File: src/hdl/snn_pkg.sv
/* Shared widths and types for the spiking neuron block.
   Imported by every RTL file that touches weights, sums or configuration. */

package snn_pkg;

	////////////////////////////////////////////////////////////////////////////
	// Widths
	////////////////////////////////////////////////////////////////////////////
	localparam int WEIGHT_BITS    = 8;
	localparam int MAX_ROWS       = 16;  // Weight memory depth
	localparam int ROW_BITS       = 4;
	localparam int ROW_CNT_BITS   = 5;   // Holds 0 to 16 rows used
	localparam int SUM_BITS       = 12;  // 16 rows of 8-bit weights
	localparam int GROUP_SUM_BITS = 15;  // Up to 8 neuron sums

	typedef logic signed [WEIGHT_BITS-1:0]    weight_t;
	typedef logic signed [SUM_BITS-1:0]       neuron_sum_t;
	typedef logic signed [GROUP_SUM_BITS-1:0] group_sum_t;

	// 12-bit configuration word from the controller
	typedef struct packed {
		logic                    valid;
		logic [3:0]              block_id;
		logic [1:0]              group_log2;  // Group size is 1 << group_log2
		logic [ROW_CNT_BITS-1:0] rows_used;
	} block_info_t;

endpackage

File: src/hdl/weight_wr_if.sv
/* Weight write path from the byte loader into the row memory.
   One lane write per cycle while we is high; there is no back-pressure. */

`timescale 1ns/1ps

interface weight_wr_if import snn_pkg::*; #(
	parameter int NUM_NEURONS = 8
);

	logic                           we;
	logic [ROW_BITS-1:0]            row;
	logic [$clog2(NUM_NEURONS)-1:0] lane;   // Neuron position in the row
	weight_t                        data;

	modport loader (output we, output row, output lane, output data);
	modport memory (input we, input row, input lane, input data);

endinterface

File: src/hdl/weight_loader.sv
/* Turns the byte stream of weights into row and lane writes.
   Rows arrive in order with neuron 0 first; done holds until reset. */

`timescale 1ns/1ps

module weight_loader import snn_pkg::*; #(
	parameter int NUM_NEURONS = 8
) (
	input  logic             CLK,
	input  logic             RESET_N,
	input  logic             w_valid,
	input  weight_t          weight_in,
	output logic             w_request,
	output logic             w_set_done,
	weight_wr_if.loader      wr
);

	localparam int LANE_BITS = $clog2(NUM_NEURONS);
	localparam logic [LANE_BITS-1:0] LAST_LANE = LANE_BITS'(NUM_NEURONS - 1);
	localparam logic [ROW_BITS-1:0]  LAST_ROW  = ROW_BITS'(MAX_ROWS - 1);

	logic [LANE_BITS-1:0] lane_cnt;
	logic [ROW_BITS-1:0]  row_cnt;
	logic                 accept;

	assign accept    = w_valid && !w_set_done;  // Late bytes dropped
	assign w_request = !w_set_done;

	always_ff @(posedge CLK or negedge RESET_N) begin
		if (!RESET_N) begin
			lane_cnt   <= '0;
			row_cnt    <= '0;
			w_set_done <= 1'b0;
			wr.we      <= 1'b0;
		end else begin
			wr.we <= accept;
			if (accept) begin
				if (lane_cnt == LAST_LANE) begin
					lane_cnt <= '0;
					if (row_cnt == LAST_ROW)
						w_set_done <= 1'b1;  // Whole memory written
					else
						row_cnt <= row_cnt + 1'b1;
				end else begin
					lane_cnt <= lane_cnt + 1'b1;
				end
			end
		end
	end

	// Write address and byte one cycle behind the accept
	always_ff @(posedge CLK) begin
		if (accept) begin
			wr.row  <= row_cnt;
			wr.lane <= lane_cnt;
			wr.data <= weight_in;
		end
	end

endmodule

File: src/hdl/weight_sram.sv
/* Weight row memory with MAX_ROWS rows of one weight per neuron.
   Writes go to a single lane; a read returns the whole row a cycle later. */

`timescale 1ns/1ps

module weight_sram import snn_pkg::*; #(
	parameter int NUM_NEURONS = 8
) (
	input  logic                CLK,
	weight_wr_if.memory         wr,
	input  logic                rd_en,
	input  logic [ROW_BITS-1:0] rd_row,
	output weight_t             rd_weights [NUM_NEURONS]
);

	weight_t mem [MAX_ROWS][NUM_NEURONS];

	always_ff @(posedge CLK) begin
		if (wr.we)
			mem[wr.row][wr.lane] <= wr.data;  // Single lane write
	end

	always_ff @(posedge CLK) begin
		if (rd_en)
			rd_weights <= mem[rd_row];  // Registered row read
	end

endmodule

File: src/hdl/front_ctrl.sv
/* Front phase control for block configuration, row sequencing and spike fan-out.
   en cycles read rows until rows_used is reached and then front_done holds. */

`timescale 1ns/1ps

module front_ctrl import snn_pkg::*; #(
	parameter int         NUM_NEURONS = 8,
	parameter logic [3:0] BLOCK_ID    = 4'd3
) (
	input  logic                   CLK,
	input  logic                   RESET_N,
	input  logic                   start,
	input  logic                   en,
	input  logic [7:0]             data_in,
	input  block_info_t            block_info,
	output logic                   rd_en,
	output logic [ROW_BITS-1:0]    rd_row,
	output logic                   clear,
	output logic                   acc_en,
	output logic [NUM_NEURONS-1:0] spikes,
	output logic [1:0]             group_log2,
	output logic                   front_done
);

	block_info_t             cfg;
	logic [ROW_CNT_BITS-1:0] row_cnt;   // Rows consumed since start
	logic [7:0]              data_q;
	logic [2:0]              lane_mask;

	////////////////////////////////////////////////////////////////////////////
	// Configuration
	////////////////////////////////////////////////////////////////////////////
	always_ff @(posedge CLK or negedge RESET_N) begin
		if (!RESET_N)
			cfg <= '0;
		else if (block_info.valid && block_info.block_id == BLOCK_ID)
			cfg <= block_info;  // Words for other blocks ignored
	end

	assign group_log2 = cfg.group_log2;

	////////////////////////////////////////////////////////////////////////////
	// Row sequencing
	////////////////////////////////////////////////////////////////////////////
	assign rd_en  = en && !start && (row_cnt < cfg.rows_used);
	assign rd_row = row_cnt[ROW_BITS-1:0];
	assign clear  = start;

	always_ff @(posedge CLK or negedge RESET_N) begin
		if (!RESET_N) begin
			row_cnt    <= '0;
			acc_en     <= 1'b0;
			front_done <= 1'b0;
		end else begin
			acc_en <= rd_en;  // Lines up with the memory output
			if (start) begin
				row_cnt    <= '0;
				front_done <= 1'b0;
			end else begin
				if (rd_en)
					row_cnt <= row_cnt + 1'b1;
				if (acc_en && row_cnt == cfg.rows_used)
					front_done <= 1'b1;  // Last row accumulated
			end
		end
	end

	always_ff @(posedge CLK) begin
		if (rd_en)
			data_q <= data_in;
	end

	////////////////////////////////////////////////////////////////////////////
	// Spike fan-out
	////////////////////////////////////////////////////////////////////////////
	assign lane_mask = 3'((1 << cfg.group_log2) - 1);

	always_comb begin
		for (int n = 0; n < NUM_NEURONS; n++)
			spikes[n] = data_q[3'(n) & lane_mask];  // Bit n mod group size
	end

endmodule

File: src/hdl/neuron_array.sv
/* One signed accumulator per neuron.
   Adds the row weight when the neuron's spike is set; clear zeroes all. */

`timescale 1ns/1ps

module neuron_array import snn_pkg::*; #(
	parameter int NUM_NEURONS = 8
) (
	input  logic                   CLK,
	input  logic                   RESET_N,
	input  logic                   clear,
	input  logic                   acc_en,
	input  logic [NUM_NEURONS-1:0] spikes,
	input  weight_t                weights [NUM_NEURONS],
	output neuron_sum_t            sums [NUM_NEURONS]
);

	always_ff @(posedge CLK or negedge RESET_N) begin
		if (!RESET_N) begin
			for (int n = 0; n < NUM_NEURONS; n++)
				sums[n] <= '0;
		end else if (clear) begin
			for (int n = 0; n < NUM_NEURONS; n++)
				sums[n] <= '0;  // New front phase
		end else if (acc_en) begin
			for (int n = 0; n < NUM_NEURONS; n++) begin
				if (spikes[n])
					sums[n] <= sums[n] + weights[n];  // Sign extended add
			end
		end
	end

endmodule

File: src/hdl/back_combiner.sv
/* Back phase that captures neuron sums on request and sums them per group.
   Streams one spike per group that is set when the group sum is non-negative. */

`timescale 1ns/1ps

module back_combiner import snn_pkg::*; #(
	parameter int NUM_NEURONS = 8
) (
	input  logic        CLK,
	input  logic        RESET_N,
	input  logic        request,
	input  logic        front_done,
	input  logic [1:0]  group_log2,
	input  neuron_sum_t sums [NUM_NEURONS],
	output logic        out_spike_valid,
	output logic        out_spike,
	output logic        back_done
);

	localparam int IDX_BITS  = $clog2(NUM_NEURONS);
	localparam int MAX_GROUP = 8;  // Largest group size

	neuron_sum_t         cap_sums [NUM_NEURONS];
	logic [1:0]          cap_log2;
	logic [IDX_BITS-1:0] grp_idx;
	logic [IDX_BITS-1:0] grp_base;
	logic                busy;
	logic                last_grp;
	logic                accept;
	group_sum_t          group_sum;
	group_sum_t          group_sum_q;

	// Idle once the last output has left the pipe
	assign accept   = request && front_done && !busy && !out_spike_valid;
	assign grp_base = grp_idx << cap_log2;
	assign last_grp = (grp_idx == IDX_BITS'((NUM_NEURONS >> cap_log2) - 1));

	always_comb begin
		group_sum = '0;
		for (int k = 0; k < MAX_GROUP; k++) begin
			if (k < (1 << cap_log2))
				group_sum = group_sum + group_sum_t'(cap_sums[grp_base + IDX_BITS'(k)]);
		end
	end

	////////////////////////////////////////////////////////////////////////////
	// Group sequencing
	////////////////////////////////////////////////////////////////////////////
	always_ff @(posedge CLK or negedge RESET_N) begin
		if (!RESET_N) begin
			busy            <= 1'b0;
			grp_idx         <= '0;
			cap_log2        <= '0;
			out_spike_valid <= 1'b0;
			back_done       <= 1'b0;
		end else begin
			out_spike_valid <= busy;  // Group sum registered this cycle
			if (accept) begin
				busy      <= 1'b1;
				grp_idx   <= '0;
				cap_log2  <= group_log2;
				back_done <= 1'b0;
			end else begin
				if (busy) begin
					if (last_grp)
						busy <= 1'b0;
					else
						grp_idx <= grp_idx + 1'b1;
				end
				if (out_spike_valid && !busy)
					back_done <= 1'b1;  // Last spike just went out
			end
		end
	end

	always_ff @(posedge CLK) begin
		if (accept)
			cap_sums <= sums;  // Frees the neurons for the next front phase
		if (busy)
			group_sum_q <= group_sum;
	end

	assign out_spike = out_spike_valid && !group_sum_q[GROUP_SUM_BITS-1];

endmodule

File: src/hdl/snn_block.sv
/* Top level of one spiking neuron block.
   Weights are loaded once, then each start/en run feeds the neurons and
   a request streams one spike per neuron group. */

`timescale 1ns/1ps

module snn_block import snn_pkg::*; #(
	parameter int         NUM_NEURONS = 8,
	parameter logic [3:0] BLOCK_ID    = 4'd3
) (
	input  logic                   CLK,
	input  logic                   RESET_N,
	input  logic                   start,
	input  logic                   en,
	input  logic                   request,
	input  logic [7:0]             data_in,
	input  logic [11:0]            block_info,
	input  logic                   w_valid,
	input  logic [WEIGHT_BITS-1:0] weight_in,
	output logic                   w_request,
	output logic                   w_set_done,
	output logic                   front_done,
	output logic                   out_spike_valid,
	output logic                   out_spike,
	output logic                   back_done
);

	logic                   rd_en;
	logic [ROW_BITS-1:0]    rd_row;
	weight_t                rd_weights [NUM_NEURONS];
	logic                   clear;
	logic                   acc_en;
	logic [NUM_NEURONS-1:0] spikes;
	neuron_sum_t            sums [NUM_NEURONS];
	logic [1:0]             group_log2;

	weight_wr_if #(.NUM_NEURONS(NUM_NEURONS)) wr_if ();

	weight_loader #(.NUM_NEURONS(NUM_NEURONS)) loader_inst (
		.CLK        (CLK),
		.RESET_N    (RESET_N),
		.w_valid    (w_valid),
		.weight_in  (weight_in),
		.w_request  (w_request),
		.w_set_done (w_set_done),
		.wr         (wr_if.loader)
	);

	weight_sram #(.NUM_NEURONS(NUM_NEURONS)) sram_inst (
		.CLK        (CLK),
		.wr         (wr_if.memory),
		.rd_en      (rd_en),
		.rd_row     (rd_row),
		.rd_weights (rd_weights)
	);

	front_ctrl #(
		.NUM_NEURONS (NUM_NEURONS),
		.BLOCK_ID    (BLOCK_ID)
	) front_inst (
		.CLK        (CLK),
		.RESET_N    (RESET_N),
		.start      (start),
		.en         (en),
		.data_in    (data_in),
		.block_info (block_info_t'(block_info)),
		.rd_en      (rd_en),
		.rd_row     (rd_row),
		.clear      (clear),
		.acc_en     (acc_en),
		.spikes     (spikes),
		.group_log2 (group_log2),
		.front_done (front_done)
	);

	neuron_array #(.NUM_NEURONS(NUM_NEURONS)) neurons_inst (
		.CLK     (CLK),
		.RESET_N (RESET_N),
		.clear   (clear),
		.acc_en  (acc_en),
		.spikes  (spikes),
		.weights (rd_weights),
		.sums    (sums)
	);

	back_combiner #(.NUM_NEURONS(NUM_NEURONS)) back_inst (
		.CLK             (CLK),
		.RESET_N         (RESET_N),
		.request         (request),
		.front_done      (front_done),
		.group_log2      (group_log2),
		.sums            (sums),
		.out_spike_valid (out_spike_valid),
		.out_spike       (out_spike),
		.back_done       (back_done)
	);

endmodule

File: config.mk
export PLATFORM = sky130hd
export DESIGN_NAME = snn_block
export DESIGN_NICKNAME = d
export VERILOG_FILES = /design/src/hdl/snn_pkg.sv /design/src/hdl/weight_wr_if.sv /design/src/hdl/weight_loader.sv /design/src/hdl/weight_sram.sv /design/src/hdl/front_ctrl.sv /design/src/hdl/neuron_array.sv /design/src/hdl/back_combiner.sv /design/src/hdl/snn_block.sv
export SDC_FILE = /design/constraint.sdc
export NUM_CORES = 2
export LEC_CHECK = 0
export BUFFER_PORTS_ARGS = -buffer_cell sky130_fd_sc_hd__buf_2
export CAP_MARGIN = 20
export CORE_ASPECT_RATIO = 1.25
export CORE_UTILIZATION = 60
export CTS_BUF_LIST = sky130_fd_sc_hd__clkbuf_4 sky130_fd_sc_hd__clkbuf_8
export DETAILED_ROUTE_END_ITERATION = 10
export GPL_TIMING_DRIVEN = 0
export PLACE_DENSITY = 0.86
export SYNTH_ARGS = -nofsm -noshare
export SYNTH_HDL_FRONTEND = slang
export SYNTH_HIERARCHICAL = 1
export SYNTH_SLANG_ARGS = --single-unit
File: constraint.sdc
create_clock -name CLK -period 15.98 [get_ports CLK]
set_input_delay 1.598 -clock CLK [delete_from_list [all_inputs] [get_ports CLK]]
set_output_delay 1.598 -clock CLK [all_outputs]
set_load 0.1 [all_outputs]
==> run_summary.xml <==
<?xml version="1.0" encoding="UTF-8"?>
<metrics>
  <group name="global_routing">
    <metric name="global_route_wire_length_before_repair" unit="µm">260000</metric>
    <metric name="grt_start_max_net_pins" unit="">91</metric>
    <metric name="grt_pass1_vias" unit="">40496</metric>
    <metric name="antenna_found_initial" unit="">6</metric>
    <metric name="overflow" unit="">0</metric>
    <metric name="gr-usage-all-layers" unit="">0.341</metric>
  </group>
  <group name="timing">
    <metric name="clock_skew" unit="ps">48.2</metric>
    <metric name="maxSlewHeadroom" unit="">0.168</metric>
    <metric name="timing.final.crit_period" unit="ps">15190</metric>
    <metric name="final_layout_worst_hold_slack" unit="ps">473</metric>
    <metric name="report.final.setup_viol" unit="">0</metric>
    <metric name="worst-slew-pin-transition" unit="ps">1240</metric>
    <metric name="finalHoldViolations" unit="">0</metric>
    <metric name="timing_limited_maximum_frequency" unit="MHz">65.8</metric>
    <metric name="final.period_utilization" unit="">0.951</metric>
    <metric name="maxSlewViolCount" unit="">0</metric>
    <metric name="totalNegativeSetupSlack" unit="ps">0</metric>
    <metric name="rsz0062_at_grt" unit="">false</metric>
  </group>
  <group name="outcome">
    <metric name="outcome" unit="">finished clean</metric>
  </group>
  <group name="clock_network">
    <metric name="clk_latency" unit="ps">900</metric>
    <metric name="clkSlewWorstSetupHoldPaths" unit="ps">80</metric>
    <metric name="cts.root.buffer_cell" unit="">sky130_fd_sc_hd__clkbuf_8</metric>
    <metric name="holdBufCountCts" unit="">0</metric>
    <metric name="htreeDepth" unit="">4</metric>
    <metric name="tritoncts" unit="">built</metric>
    <metric name="cts_max_path_buffers" unit="">3</metric>
    <metric name="inserted_clock_buffers" unit="">184</metric>
    <metric name="clock_sinks" unit="">1335</metric>
  </group>
  <group name="die">
    <metric name="boundaryPins" unit="">40</metric>
    <metric name="std_cell_rows" unit="">131</metric>
    <metric name="die_h" unit="µm">362</metric>
    <metric name="die-width" unit="µm">290</metric>
    <metric name="coreArea" unit="mm²">0.102</metric>
    <metric name="start_util" unit="">0.609</metric>
    <metric name="die_area" unit="mm²">0.105</metric>
  </group>
  <group name="synth">
    <metric name="yosys.area.top_type" unit="">sky130_fd_sc_hd__edfxtp_1</metric>
    <metric name="yosys_most_used_dff" unit="">sky130_fd_sc_hd__edfxtp_1</metric>
    <metric name="synth_top_area_share" unit="">0.582</metric>
    <metric name="ys_ff_latch" unit="">1335</metric>
    <metric name="synthesized_nets" unit="">4440</metric>
    <metric name="synth_area_in_compound_gates" unit="">0.0819</metric>
    <metric name="synth-adder-area-share" unit="">0.0436</metric>
    <metric name="yosysWarnings" unit="">6</metric>
    <metric name="yosys-top-cells-area" unit="">sky130_fd_sc_hd__edfxtp_1 58%, sky130_fd_sc_hd__mux4_2 9.6%, sky130_fd_sc_hd__dfrtp_1 5.1%</metric>
    <metric name="post_synth.cell_area_avg" unit="µm²">14.9</metric>
    <metric name="syn_inst" unit="">4197</metric>
    <metric name="synth-edff-count" unit="">1208</metric>
    <metric name="synth_sequential_area_ratio" unit="">0.633</metric>
    <metric name="synth_async_sr_flop_share" unit="">0.0951</metric>
    <metric name="yosys.cell_types.count" unit="">93</metric>
    <metric name="yosys.area_share.xor_xnor" unit="">0.0156</metric>
    <metric name="fraction_of_the_mapped_netlist_area_in_simple_logic_gates" unit="">0.0711</metric>
    <metric name="synth_area" unit="mm²">0.0624</metric>
    <metric name="synth_top_family_by_area" unit="">multiplexers</metric>
    <metric name="synth.area.mux_share" unit="">0.135</metric>
  </group>
  <group name="critical_path">
    <metric name="cp.depth" unit="">57</metric>
    <metric name="crit_arrival" unit="ps">15820</metric>
    <metric name="worst_r2r_path_depth" unit="">57</metric>
    <metric name="start_kind" unit="">register</metric>
    <metric name="crit_path_max_fanout" unit="">10</metric>
    <metric name="worst_path_dominant_cell_family" unit="">compound AO/OA/AOI/OAI gates</metric>
    <metric name="regToRegEndpoint" unit="">back_inst/group_sum_q[14]$_DFFE_PP_</metric>
    <metric name="crit_path_end" unit="">back_inst/group_sum_q[14]$_DFFE_PP_</metric>
    <metric name="critical_path.startpoint" unit="">back_inst/cap_log2[0]$_DFFE_PN0P_</metric>
    <metric name="crit_type" unit="">register to register</metric>
    <metric name="cp_slowest_cell" unit="">sky130_fd_sc_hd__o41ai_1</metric>
    <metric name="slowest_delay" unit="ps">730</metric>
    <metric name="type_of_element_capturing_the_critical_path" unit="">register</metric>
    <metric name="setup.reg_to_reg.worst_slack" unit="ps">790</metric>
    <metric name="r2r_start" unit="">back_inst/cap_log2[0]$_DFFE_PN0P_</metric>
    <metric name="critical_path_required" unit="ps">16610</metric>
    <metric name="crit_top_cell" unit="">sky130_fd_sc_hd__ha_1</metric>
    <metric name="path_buf_inv" unit="">11</metric>
  </group>
  <group name="detailed_routing">
    <metric name="drt_iter0_markers" unit="">4849</metric>
    <metric name="drc" unit="">0</metric>
    <metric name="dr_pass1_iterations" unit="">6</metric>
    <metric name="via_count" unit="">40264</metric>
    <metric name="antenna_left" unit="">0</metric>
    <metric name="vias_per_cell" unit="">6.77</metric>
    <metric name="routed_wl" unit="µm">178000</metric>
    <metric name="detail_route.wl_per_cell" unit="µm">30.0</metric>
  </group>
  <group name="placed_design">
    <metric name="postPlaceCellArea" unit="mm²">0.0653</metric>
    <metric name="place.detailed.hpwl" unit="µm">126000</metric>
    <metric name="gpl_congestion" unit="">1.01</metric>
    <metric name="placement.io_buffers" unit="">39</metric>
  </group>
  <group name="cells_and_area">
    <metric name="layout.cell_area.non_filler" unit="mm²">0.0690</metric>
    <metric name="fin_nets" unit="">4708</metric>
    <metric name="post-route-util" unit="">0.674</metric>
    <metric name="flow.area_growth_from_synthesis" unit="%">10.7</metric>
    <metric name="drive_gt1_frac" unit="">0.179</metric>
  </group>
  <group name="worst_hold_path">
    <metric name="timing.hold.worst.class" unit="">register to register</metric>
  </group>
  <group name="run">
    <metric name="maxCapViolations" unit="">0</metric>
  </group>
</metrics>
## state kept, by name, indices dropped and copies added, names as in the netlist, 2 cells and up
name and count:
loader_inst/wr.lane 3, front_inst/cfg 5, neurons_inst/sums 96, loader_inst/wr.data 8
back_inst/grp_idx 3, back_inst/cap_sums 96, front_inst/data_q 8, loader_inst/wr.row 4
sram_inst/mem 1024, loader_inst/row_cnt 4, front_inst/group_log2 2, front_inst/row_cnt 5
loader_inst/lane_cnt 3, sram_inst/rd_weights 64, back_inst/cap_log2 2
## worst min-delay path by stage
stage	start	to	slack, ps	cells past startpoint
detailed placement	neurons_inst/sums[11]$_DFFE_PN0P_	back_inst/cap_sums[11]$_DFFE_PP_	460	0
CTS	neurons_inst/sums[11]$_DFFE_PN0P_	back_inst/cap_sums[11]$_DFFE_PP_	480	0
finish	neurons_inst/sums[11]$_DFFE_PN0P_	back_inst/cap_sums[11]$_DFFE_PP_	470	0
floorplan	back_inst/busy$_DFF_PN0_	back_inst/out_spike_valid$_DFF_PN0_	410	0
global route	neurons_inst/sums[3]$_DFFE_PN0P_	back_inst/cap_sums[3]$_DFFE_PP_	500	0
global placement	neurons_inst/sums[11]$_DFFE_PN0P_	back_inst/cap_sums[11]$_DFFE_PP_	450	0
## cells in the mapped netlist, drive strengths merged (7+ instances only)
cell type and instances:
or2 7, nor2b 30, or3 10, o21a 43, nand4 9, o31ai 9
o211ai 20, a22oi 129, a211oi 37, mux2i 161, xnor2 77, o21ai 164
and3 9, a31oi 9, buf 88, nand2b 11, mux2 71, a21oi 169
clkbuf 113, fa 14, o21bai 28, a21boi 17, ha 195, o311ai 9
nand3 114, edfxtp 1208, a21o 63, nor2 262, o221ai 7, and2 15
nand3b 17, mux4 266, inv 79, nor3 75, xor2 31, nand2 426
dfrtp 127
## per-stage QoR
step	setup slack, ps	cells
global route	70.9	5949
finish	789	5950
global placement	350	5566
CTS	204	5946
detailed placement	265	5608
floorplan	3910	4197
## metal layers
layer	GRT usage	up-vias	wire length [µm]
met5	0	-	40
met4	0.251	6	15100
met3	0.0599	672	15400
met2	0.586	2779	89500
met1	0.382	19836	58200
li1	-	16971	-
## cells in the final DEF, fill, tap and decap left out, types with 52 or more instances in the layout
cell / instances
sky130_fd_sc_hd__nand2_1: 426
sky130_fd_sc_hd__clkbuf_8: 201
sky130_fd_sc_hd__clkbuf_4: 52
sky130_fd_sc_hd__dfrtp_1: 127
sky130_fd_sc_hd__buf_2: 72
sky130_fd_sc_hd__xnor2_1: 77
sky130_fd_sc_hd__nor3_1: 71
sky130_fd_sc_hd__inv_1: 76
sky130_fd_sc_hd__edfxtp_1: 1208
sky130_fd_sc_hd__mux4_2: 266
sky130_fd_sc_hd__mux2_2: 68
sky130_fd_sc_hd__a21oi_1: 165
sky130_fd_sc_hd__a21o_1: 62
sky130_fd_sc_hd__nand3_1: 113
sky130_fd_sc_hd__ha_1: 195
sky130_fd_sc_hd__o21ai_0: 155
sky130_fd_sc_hd__clkbuf_1: 113
sky130_fd_sc_hd__a22oi_1: 129
sky130_fd_sc_hd__nor2_1: 257
sky130_fd_sc_hd__mux2i_1: 160
## cell families (layout without fill, tap and decap cells)
kind of cell,count (synthesis),in the layout
compound gates,766,766
xor+xnor,109,109
fa+ha+maj,209,209
buf+inv,280,700
flops,1335,1335
mux,498,498
other cells,0,3
simple gates,1000,1000
## cell type report
cell class,instances,area [µm²]
flip-flops and latches,1335,39500
fillers,6412,33400
multi-input cells,2582,21700
clock buffers,253,3160
well taps,1330,1660
repair buffers,82,1290
plain buffers,201,960
clock inverters,85,518
inverters,79,299
diodes,3,7.51
## repair_timing
action,in CTS,in global routing
buffers inserted,0,0
setup endpoints to repair,0,1
gates resized for setup,0,4
Power is left out: the tool's default activity adds up to more than one toggle a clock period on the data nets, which glitch-free logic cannot reach.
